$ cat src/div_pkg.sv
// divide unit shared definitions
`default_nettype none

package div_pkg;

  // ==========================================================================
  // data types
  // ==========================================================================
  typedef logic [63:0]  xlen_t;   // one data word
  typedef logic [127:0] wide_t;   // remainder:quotient working register
  typedef logic [7:0]   div_op_t; // one-hot operation code
  typedef logic [6:0]   step_t;   // iteration counter

  // ==========================================================================
  // operation codes, one-hot
  // ==========================================================================
  localparam div_op_t OP_REM     = 8'b1000_0000; // signed 64
  localparam div_op_t OP_REMU    = 8'b0100_0000;
  localparam div_op_t OP_REMUW   = 8'b0010_0000;
  localparam div_op_t OP_REMW    = 8'b0001_0000;
  localparam div_op_t OP_DIV     = 8'b0000_1000;
  localparam div_op_t OP_DIVU    = 8'b0000_0100;
  localparam div_op_t OP_DIVUW   = 8'b0000_0010;
  localparam div_op_t OP_DIVW    = 8'b0000_0001;
  localparam div_op_t OP_SPECIAL = 8'b0000_0000; // stored special value

  // iteration counts
  localparam step_t STEPS_D = 7'd64;
  localparam step_t STEPS_W = 7'd32;

  typedef enum logic [1:0] {
    S_IDLE,
    S_DIV,
    S_FINISH
  } div_state_e;

  // op class decode, shared by prep and output select
  function automatic logic op_is_word(div_op_t op);
    return |(op & (OP_REMUW | OP_REMW | OP_DIVUW | OP_DIVW));
  endfunction

  function automatic logic op_is_signed(div_op_t op);
    return |(op & (OP_REM | OP_REMW | OP_DIV | OP_DIVW));
  endfunction

  function automatic logic op_is_rem(div_op_t op);
    return |(op & (OP_REM | OP_REMU | OP_REMUW | OP_REMW));
  endfunction

endpackage

`default_nettype wire

$ cat src/div_if.sv
// divide unit internal interfaces
`timescale 1ns/1ps
`default_nettype none

// ============================================================================
// prepared request, prep -> core
// ============================================================================
interface div_req_if ();
  import div_pkg::*;

  div_op_t op;       // OP_SPECIAL when special
  xlen_t   dvd;      // initial low half of acc
  xlen_t   dvs;      // divisor magnitude
  step_t   steps;
  logic    q_neg;    // negate quotient at the end
  logic    r_neg;    // negate remainder at the end
  logic    special;  // zero divisor or signed overflow
  xlen_t   spec_val;

  modport prep (
    output op,
    output dvd,
    output dvs,
    output steps,
    output q_neg,
    output r_neg,
    output special,
    output spec_val
  );

  modport core (
    input op,
    input dvd,
    input dvs,
    input steps,
    input q_neg,
    input r_neg,
    input special,
    input spec_val
  );
endinterface

// ============================================================================
// latched state, core -> output select
// ============================================================================
interface div_res_if ();
  import div_pkg::*;

  div_op_t op;
  wide_t   acc;    // remainder 127:64, quotient 63:0
  logic    q_neg;
  logic    r_neg;

  modport core (output op, output acc, output q_neg, output r_neg);
  modport sel  (input op, input acc, input q_neg, input r_neg);
endinterface

`default_nettype wire

$ cat src/div_prep.sv
// divide operand preparation
`timescale 1ns/1ps
`default_nettype none

module div_prep (
  input  div_pkg::div_op_t div_type_i,
  input  div_pkg::xlen_t   dividend_i,
  input  div_pkg::xlen_t   divisor_i,
  div_req_if.prep          req
);
  import div_pkg::*;

  logic  is_word;
  logic  is_signed;
  logic  is_rem;
  xlen_t dvd_sx;     // 32 -> 64 sign extensions
  xlen_t dvs_sx;
  xlen_t dvd_ext;    // operands as seen by this op
  xlen_t dvs_ext;
  logic  dvd_sign;
  logic  dvs_sign;
  xlen_t dvd_abs;
  xlen_t dvs_abs;
  xlen_t dvd_res;    // dividend as an architectural result
  logic  div_zero;
  logic  sgn_ovf;
  xlen_t spec_val;

  assign is_word   = op_is_word(div_type_i);
  assign is_signed = op_is_signed(div_type_i);
  assign is_rem    = op_is_rem(div_type_i);

  // ==========================================================================
  // operand forms and magnitudes
  // ==========================================================================
  assign dvd_sx = {{32{dividend_i[31]}}, dividend_i[31:0]};
  assign dvs_sx = {{32{divisor_i[31]}}, divisor_i[31:0]};

  always_comb begin
    if (!is_word) begin
      dvd_ext = dividend_i;
      dvs_ext = divisor_i;
    end else if (is_signed) begin
      dvd_ext = dvd_sx;
      dvs_ext = dvs_sx;
    end else begin
      dvd_ext = {32'b0, dividend_i[31:0]}; // unsigned word, zero extend
      dvs_ext = {32'b0, divisor_i[31:0]};
    end
  end

  assign dvd_sign = is_signed & dvd_ext[63];
  assign dvs_sign = is_signed & dvs_ext[63];

  assign dvd_abs = dvd_sign ? -dvd_ext : dvd_ext;
  assign dvs_abs = dvs_sign ? -dvs_ext : dvs_ext;

  // ==========================================================================
  // zero divisor and signed overflow
  // ==========================================================================
  assign div_zero = is_word ? ~|divisor_i[31:0] : ~|divisor_i;

  always_comb begin
    if (!is_signed)
      sgn_ovf = 1'b0;
    else if (is_word)
      sgn_ovf = (dividend_i[31:0] == 32'h8000_0000) && (&divisor_i[31:0]);
    else
      sgn_ovf = (dividend_i == 64'h8000_0000_0000_0000) && (&divisor_i);
  end

  // word results always come back sign extended
  assign dvd_res = is_word ? dvd_sx : dividend_i;

  always_comb begin
    if (div_zero)
      spec_val = is_rem ? dvd_res : '1; // quotient all ones
    else if (sgn_ovf)
      spec_val = is_rem ? '0 : dvd_res;
    else
      spec_val = '0;
  end

  // ==========================================================================
  // request out
  // ==========================================================================
  assign req.special  = div_zero | sgn_ovf;
  assign req.op       = req.special ? OP_SPECIAL : div_type_i;
  assign req.dvd      = is_word ? {dvd_abs[31:0], 32'b0} : dvd_abs; // word in upper half
  assign req.dvs      = dvs_abs;
  assign req.steps    = is_word ? STEPS_W : STEPS_D;
  assign req.q_neg    = dvd_sign ^ dvs_sign;
  assign req.r_neg    = dvd_sign;          // remainder follows dividend
  assign req.spec_val = spec_val;

endmodule

`default_nettype wire

$ cat src/div_core.sv
// restoring divide iteration FSM
`timescale 1ns/1ps
`default_nettype none

module div_core (
  input  logic    clk,
  input  logic    rst_n,
  input  logic    div_valid_i,
  input  logic    result_ready_i,
  div_req_if.core req,
  div_res_if.core res,
  output logic    div_stall_o,
  output logic    result_ok_o
);
  import div_pkg::*;

  div_state_e  state_q;
  div_state_e  state_d;
  step_t       cnt_q;
  div_op_t     op_q;
  logic        q_neg_q;
  logic        r_neg_q;
  wide_t       acc_q;     // remainder:quotient
  xlen_t       dvs_q;
  logic [64:0] diff;      // trial subtract, bit 64 is the borrow
  logic        start;
  logic        release_res;

  assign start       = (state_q == S_IDLE) && div_valid_i;
  assign release_res = (state_q == S_FINISH) && result_ready_i;

  // ==========================================================================
  // state machine
  // ==========================================================================
  always_comb begin
    case (state_q)
      S_IDLE:   state_d = start ? (req.special ? S_FINISH : S_DIV) : S_IDLE;
      S_DIV:    state_d = (cnt_q == '0) ? S_FINISH : S_DIV;
      S_FINISH: state_d = result_ready_i ? S_IDLE : S_FINISH;
      default:  state_d = S_IDLE;
    endcase
  end

  always_ff @(posedge clk) begin
    if (rst_n)
      state_q <= S_IDLE;
    else
      state_q <= state_d;
  end

  // latched op, flags and step count
  always_ff @(posedge clk) begin
    if (rst_n) begin
      cnt_q   <= '0;
      op_q    <= OP_SPECIAL;
      q_neg_q <= 1'b0;
      r_neg_q <= 1'b0;
    end else if (start) begin
      cnt_q   <= req.special ? '0 : req.steps;
      op_q    <= req.op;
      q_neg_q <= req.q_neg & ~req.special;
      r_neg_q <= req.r_neg & ~req.special;
    end else if (state_q == S_DIV && cnt_q != '0) begin
      cnt_q   <= cnt_q - 7'd1;
    end else if (release_res) begin
      cnt_q   <= '0;
      op_q    <= OP_SPECIAL;
      q_neg_q <= 1'b0;
      r_neg_q <= 1'b0;
    end
  end

  // ==========================================================================
  // shift-subtract datapath
  // ==========================================================================
  assign diff = acc_q[127:63] - {1'b0, dvs_q}; // shifted remainder minus divisor

  always_ff @(posedge clk) begin
    if (start) begin
      acc_q <= {64'b0, (req.special ? req.spec_val : req.dvd)};
      dvs_q <= req.dvs;
    end else if (state_q == S_DIV && cnt_q != '0) begin
      if (diff[64])
        acc_q <= {acc_q[126:0], 1'b0};              // restore
      else
        acc_q <= {diff[63:0], acc_q[62:0], 1'b1};   // keep difference
    end else if (release_res) begin
      acc_q <= '0;
    end
  end

  // ==========================================================================
  // outputs
  // ==========================================================================
  assign res.op    = op_q;
  assign res.acc   = acc_q;
  assign res.q_neg = q_neg_q;
  assign res.r_neg = r_neg_q;

  assign result_ok_o = (state_q == S_FINISH);
  assign div_stall_o = (start && !req.special) || (state_q == S_DIV); // busy

endmodule

`default_nettype wire

$ cat src/div_result_sel.sv
// divide result select and sign fix
`timescale 1ns/1ps
`default_nettype none

module div_result_sel (
  div_res_if.sel          res,
  output div_pkg::xlen_t  div_out_o
);
  import div_pkg::*;

  logic  is_word;
  logic  is_rem;
  xlen_t quo;
  xlen_t rem;
  xlen_t quo_fix;   // sign corrected
  xlen_t rem_fix;
  xlen_t picked;

  assign is_word = op_is_word(res.op);
  assign is_rem  = op_is_rem(res.op);

  assign quo = res.acc[63:0];
  assign rem = res.acc[127:64];

  // magnitudes back to signed results
  assign quo_fix = res.q_neg ? -quo : quo;
  assign rem_fix = res.r_neg ? -rem : rem;

  assign picked = is_rem ? rem_fix : quo_fix;

  always_comb begin
    if (res.op == OP_SPECIAL)
      div_out_o = quo;                              // stored special value
    else if (is_word)
      div_out_o = {{32{picked[31]}}, picked[31:0]}; // word ops sign extend
    else
      div_out_o = picked;
  end

endmodule

`default_nettype wire

$ cat src/div_unit.sv
// RV64 M extension divide unit
`timescale 1ns/1ps
`default_nettype none

module div_unit (
  input  logic             clk,
  input  logic             rst_n,
  input  logic             div_valid_i,
  input  div_pkg::div_op_t div_type_i,
  input  div_pkg::xlen_t   dividend_i,
  input  div_pkg::xlen_t   divisor_i,
  input  logic             result_ready_i,
  output div_pkg::xlen_t   div_out_o,
  output logic             div_stall_o,
  output logic             result_ok_o
);

  div_req_if u_req_if ();
  div_res_if u_res_if ();

  // ==========================================================================
  // operand prep, combinational
  // ==========================================================================
  div_prep u_prep (
    .div_type_i (div_type_i),
    .dividend_i (dividend_i),
    .divisor_i  (divisor_i),
    .req        (u_req_if.prep)
  );

  // iteration FSM
  div_core u_core (
    .clk            (clk),
    .rst_n          (rst_n),
    .div_valid_i    (div_valid_i),
    .result_ready_i (result_ready_i),
    .req            (u_req_if.core),
    .res            (u_res_if.core),
    .div_stall_o    (div_stall_o),
    .result_ok_o    (result_ok_o)
  );

  // output select, combinational
  div_result_sel u_result_sel (
    .res       (u_res_if.sel),
    .div_out_o (div_out_o)
  );

endmodule

`default_nettype wire

$ cat config.mk
export PLATFORM = sky130hd
export DESIGN_NAME = div_unit
export DESIGN_NICKNAME = d
export VERILOG_FILES = /design/src/div_pkg.sv /design/src/div_if.sv /design/src/div_prep.sv /design/src/div_core.sv /design/src/div_result_sel.sv /design/src/div_unit.sv
export SDC_FILE = /design/constraint.sdc
export NUM_CORES = 1
export LEC_CHECK = 0
export BUFFER_PORTS_ARGS = -buffer_cell sky130_fd_sc_hd__buf_4
export CORE_MARGIN = 8
export CORE_UTILIZATION = 35
export CTS_CLUSTER_DIAMETER = 30
export DETAILED_ROUTE_END_ITERATION = 7
export GPL_TIMING_DRIVEN = 0
export PLACE_DENSITY_LB_ADDON = 0.12
export SYNTH_ARGS = -nofsm -noshare
export SYNTH_HDL_FRONTEND = slang
export SYNTH_SLANG_ARGS = --single-unit
export TNS_END_PERCENT = 50
$ cat constraint.sdc
create_clock -name clk -period 11.4 [get_ports clk]
set_input_delay 2.28 -clock clk [delete_from_list [all_inputs] [get_ports clk]]
set_output_delay 2.28 -clock clk [all_outputs]
set_load 0.05 [all_outputs]
# Yosys cells after proc, flatten, opt, wreduce, memory -nomap -nowiden
# Cells that the tools add are included.
# totals
inputBits	140
register_bits	211
# op_classes
eq_ne	5
n_reduce_logical	27
n_bitwise	7
n_mux	43
add_sub_neg	6
# ops
op	n
$mux 64	19
$mux 128	3
$neg 64->64	4
$sub 65x64->65	1
$eq 64x64->1 const B	1
$reduce_and 64->1	1
$reduce_or 64->1	1
$mux 7	5
$eq 32x32->1 const B	1
$mux 8	4
$reduce_and 32->1	1
$reduce_or 32->1	1
$reduce_or 4->1	5
$logic_not 8->1	1
$mux 2	4
$logic_not 7->1	1
$mux 1	7
$reduce_bool 7->1	1
$sub 7x1->7 const B	1
$logic_and 1x1->1	6
$pmux 2 s3	1
$and 1x1->1	4
$reduce_bool 2->1	2
$logic_not 1->1	3
10 further kinds	10

# Longest topological paths before layout
# depth
ltp_word	8
ltp_mapped	16
ltp_nobuf	14

# Hierarchy
# Synthesis repeated with hierarchy kept, for this count alone.
# unflattened
hier_cells	2966
hier_area_um2	22093.7
# modules_own_cells
mod	area_per_inst_um2	cells_per_inst	instances	seq_area_each_um2
div_core	12542.0	1384	1	5505.3
div_prep	5246.3	888	1	0.0
div_result_sel	4305.4	694	1	0.0

# Worst setup path before layout
# No wires, ideal clock.
# synth_path
kind	input port to output port
start	input port dividend_i[18]
end	output port div_stall_o
setup_slack_ns	3.963
t_arrival_ns	5.157
stages	9
n_path_buf	2
required_time_ns	9.120
cell_sequence	or4_1 or4_1 or3_1 or3_1 o31ai_2 or2_1 clkbuf_1 buf_2 nand2_1
# synth_via
elab_chain_len	8
# synth_rtl
element	line_no	text
start, declared	div_unit.sv:10	input div_pkg::xlen_t dividend_i,
$eq 64x64->1 / $eq 32x32->1 (equally long branches)	div_prep.sv:69, div_prep.sv:67	
$logic_and 1x1->1, on equally long branches	div_prep.sv:69, div_prep.sv:67	
$mux 1 *	div_prep.sv:66	else if (is_word)
$mux 1 *	div_prep.sv:64	if (!is_signed)
$or 1x1->1 *	div_prep.sv:87	assign req.special = div_zero | sgn_ovf;
$logic_not 1->1 *	div_core.sv:101	assign div_stall_o = (start && !req.special) || (state_q == S_DIV);
$logic_and 1x1->1 *	div_core.sv:101	
$logic_or 1x1->1 *	div_core.sv:101	
end, declared	div_unit.sv:14	output logic div_stall_o,
# Every way passes the cells marked *; elsewhere a longest branch is shown, timed or not.

# Worst setup path in the final report
# layout_path
start	input port dividend_i[2]
end	output port div_stall_o
# The elaborated chain is that of the path after synthesis.

==> results.md <==
Yosys:
- Each instance of the synthesized netlist takes up on average 7.519 um^2.
- Counting flops with a built-in enable in the synthesized netlist gives 128.
- In the synthesized netlist the dominant register cell turns out to be sky130_fd_sc_hd__edfxtp_1.
- The total standard cell area after synthesis is 20,070 um^2.
- The number of storage elements in the synthesis netlist is 211.
- The unique cell type count in the Yosys netlist is 84.
- The fraction of the yosys area taken by sequential cells is 27.43%.
- The fraction of registers with async set/reset is 0%.
- The count of warnings emitted by yosys is 0.
- The number of instances in the synthesized netlist is 2,669.
- The net count of the mapped netlist is 2,881.

Layout:
- The register cell area after layout is 5505 um^2.
- In the final layout, the share of cells above drive strength 1 is 11.19%.
- For this run, the post-layout net count is 3,143.
- Relative to the synthesized area, the layout overhead comes to 21.84%.
- The repair_antennas step left the layout with diodes totalling 0.
- Summing all non-filler instances in the final layout gives an area of 24,450 um^2.
- The finished layout holds 3,731 standard cells, fillers aside.
- The filler cell count is 5,828.
- The area used by multi-input combinational logic is 13,600 um^2.
- The core occupancy in the finished layout is 43.28%.

Setup path:
- Traced cell by cell, the critical path runs through buf_4, or3_1, nor3b_1, nand3_1, or3_1, o31ai_2, or2_1, clkbuf_1, buf_2, nand2_1, buf_4.
- Data on the critical path arrives at its endpoint at 6370 ps.
- The worst setup path is launched from an input port.
- The required time of the worst setup path is 9120 ps.
- The largest individual stage delay along the critical path comes from the cell sky130_fd_sc_hd__nor3b_1.
- For this run, the slowest stage of the critical path takes 720 ps.
- The critical path in this run is classified as input port to output port.
- Of all nets on the critical path, the largest fanout is 10.
- STA classifies the critical path endpoint as an output port.

Timing:
- The clock tree skew after final layout is 23.47 ps.
- Setup violations remaining at the end of the flow were counted as 0.
- After layout, the worst setup slack is 2750 ps.
- The clock period minus worst slack is 8650 ps.
- Based on the critical path, the design can be clocked at up to 115.6 MHz.
- The headroom to the max-slew limit is 8.365%.
- The worst hold margin is 529.0 ps.
- The share of the clock period used by the worst path is 75.88%.
- The final setup TNS is 0 ps.
- Setup repair after global routing left no endpoint under its margin.
- For the pin with the worst max-slew slack, the measured transition is 1362 ps.
- The final-report max-slew violation count came to 0.
- The number of failing hold endpoints at the final stage is 0.

Power and ir drop:
- The clock power share is 22.7%.
- Registers are responsible for 22.9% of the overall power.
- Combinational logic burns 54.4% of the power.
- The cell-internal power is 3.250 mW.
- The sum of internal, switching and leakage power is 6.764 mW.
- For this design the static power due to leakage is 9.223 nW.
- The switching part of the total power is 51.95%.
- The reported net switching power is 3.514 mW.
- Dividing total power by cell area gives a power density of 276.6 nW/um^2.
- The worst vdd rail ir drop is 0.2302 mV.

Route:
- The amount of wire on met3 after detailed routing is 9.562 mm.
- After detailed routing, the average wire length per cell comes to 27.17 um.
- The number of vias in the routed layout is 22,720.
- The highest layer touched by signal routing is met4.
- The via density per instance is 6.089.
- The met2 wire length is 42.99 mm.
- The violation count after the first detailed-routing iteration is 2,572.
- The remaining design rule violation count is 0.
- The first detailed-routing pass took 5 iterations.
- In the final routing, the length of wire on met1 measures 46.12 mm.
- Once detail routing completed, the nets flagged for antenna violations numbered 0.
- The routed design has 101.4 mm of wire.

Clock network:
- Hold repair after CTS inserted 0 buffers.
- The CTS tree is built.
- The number of setup buffers added after CTS is 0.
- The number of buffers added by the clock tree synthesis step is 54.
- Clock-pin slew was measured on the worst setup and hold paths at 50 ps.
- Clock tree synthesis selected as its root buffer the cell sky130_fd_sc_hd__clkbuf_16.
- The maximum level of the CTS H-tree is 2.
- The clock latency on the worst-skew pair is 610 ps.
- The longest clock path from root to sink contains 3 buffers.
- The post-cts resize count is 0.
- The sink count of the clock tree is 211.

Placed design:
- Prior to clock tree synthesis, the placed netlist has a worst setup slack of 2898 ps.
- The count of port buffers added during placement is 201.
- The congestion estimate from routability-driven global placement came to 0.9773.
- The standard cell area after detailed placement is 22,620 um^2.
- In this run, placement finished with an instance count of 3,631.
- After legalization and detailed placement, the total HPWL measured 83.32 mm.

Floorplan:
- The I/O pin count is 206.
- The number of placement rows is 87.
- The die area is 65,260 um^2.
- Once the floorplan was initialized, standard cells occupied 35.52% of the core.
- In this run the vertical extent of the chip is 255.5 um.
- The die extent in x is 255.5 um.
- The area inside the core boundary is 56,500 um^2.

GRT:
- The pin count of the biggest net entering global routing is 65.
- The wire length of the first global-routing pass is 146.2 mm.
- The number of antenna violations at the first check in global routing is 5.
- Global routing finished with a remaining overflow of 0.
- The via count of the first global-routing pass is 21,280.
- The total global routing track utilization is 29.32%.

Outcome:
- The run finished with clean final reports.

Run:
- Max-cap violations in this run came to 0.

Min path:
- In this run the worst hold path is classified as flip-flop to flip-flop.
critical path, delay by kind of cell:
family	cells	cell delay (ps)
compound gates	1	430
simple gates	6	2620
buf+inv	4	1000
power by group through the flow:
| stage | combinational [mW] | sequential (mW) | clock, mW |
|---|---|---|---|
| after floorplan | 2.41 | 1.32 | 0 |
| after global placement | 3.59 | 1.54 | 0 |
| after detailed placement | 3.62 | 1.53 | 0 |
| after CTS | 3.64 | 1.52 | 1.54 |
| after global routing | 3.92 | 1.56 | 1.58 |
| final | 3.68 | 1.55 | 1.54 |
cells by family (layout without fill, tap and decap cells):
family	after synthesis	after routing	synth area share (%)
adders and majority gates	72	72	4.526
and+or+nand+nor	903	903	21.65
buffers and inverters	260	566	4.913
AOI/OAI and AO/OA	909	909	27.61
DFF	211	211	27.43
xor gates and xnor gates	287	287	12.52
muxes	27	27	1.347
metal layers:
metal | vias up | track usage (%)
li1 | 10370 | -
met1 | 11010 | 42.34
met2 | 1195 | 43.67
met3 | 141 | 6.071
met4 | 0 | 7.979
met5 | - | 0
path summary, 6_finish.rpt:
check | from | cells past startpoint | slack (ps) | end
min | u_core.cnt_q[6] | 2 | 530 | u_core.cnt_q[6]
min reg2reg | u_core.cnt_q[6] | 2 | 530 | u_core.cnt_q[6]
max reg2reg | u_core.res.acc[63] | 16 | 5750 | u_core.res.acc[96]
max | dividend_i[2] | 11 | 2750 | div_stall_o
cell usage after synthesis (all sizes together) (14+ instances only):
cell type / instances / area share (%)
a21o: 32 / 1.2
a21oi: 305 / 7.6
a31oi: 32 / 1.0
a32o: 14 / 0.70
clkbuf: 140 / 2.6
dfxtp: 83 / 8.3
edfxtp: 128 / 19
ha: 71 / 4.4
inv: 108 / 2.0
mux2i: 27 / 1.3
nand2: 311 / 5.8
nand2b: 19 / 0.63
nand3: 55 / 1.4
nand4: 45 / 1.4
nor2: 216 / 4.0
nor3: 63 / 1.6
nor4: 42 / 1.3
o211ai: 43 / 1.6
o21ai: 266 / 6.6
o21bai: 16 / 0.60
o31ai: 59 / 2.3
o41ai: 26 / 1.2
or3: 46 / 1.5
or4: 38 / 1.5
xnor2: 156 / 6.8
xor2: 131 / 5.7
registers in the layout, summed over array words and instances (netlist names):
name and flops:
u_core.res.q_neg 1, u_core.res.acc 128, u_core.cnt_q 7, u_core.state_q 2, u_core.res.r_neg 1, u_core.dvs_q 64, u_core.res.op 8
cell usage in the layout, fill, tap and decap left out, types with 13 or more instances in the layout:
master / count
sky130_fd_sc_hd__a21o_1: 32
sky130_fd_sc_hd__a21oi_1: 303
sky130_fd_sc_hd__a31oi_1: 32
sky130_fd_sc_hd__a32o_1: 14
sky130_fd_sc_hd__buf_4: 202
sky130_fd_sc_hd__clkbuf_1: 150
sky130_fd_sc_hd__clkbuf_16: 54
sky130_fd_sc_hd__dfxtp_1: 83
sky130_fd_sc_hd__edfxtp_1: 128
sky130_fd_sc_hd__ha_1: 71
sky130_fd_sc_hd__inv_1: 107
sky130_fd_sc_hd__mux2i_1: 27
sky130_fd_sc_hd__nand2_1: 311
sky130_fd_sc_hd__nand2b_1: 18
sky130_fd_sc_hd__nand3_1: 55
sky130_fd_sc_hd__nand4_1: 45
sky130_fd_sc_hd__nor2_1: 216
sky130_fd_sc_hd__nor3_1: 60
sky130_fd_sc_hd__nor4_1: 38
sky130_fd_sc_hd__o211ai_1: 43
sky130_fd_sc_hd__o21ai_0: 233
sky130_fd_sc_hd__o21ai_1: 33
sky130_fd_sc_hd__o21bai_1: 16
sky130_fd_sc_hd__o22ai_1: 13
sky130_fd_sc_hd__o31ai_1: 57
sky130_fd_sc_hd__o41ai_1: 25
sky130_fd_sc_hd__or3_1: 42
sky130_fd_sc_hd__or4_1: 34
sky130_fd_sc_hd__xnor2_1: 156
sky130_fd_sc_hd__xor2_1: 131
final cells by class:
type | count | area share [%]
Buffer | 152 | 2.390
Clock buffer | 69 | 5.920
Clock inverter | 31 | 1.556
Inverter | 108 | 1.658
Multi-Input combinational cell | 2198 | 55.61
Sequential cell | 211 | 22.51
Tap cell | 756 | 3.868
Timing Repair Buffer | 206 | 6.488
No activity file was read; power rests on OpenSTA's default activity.
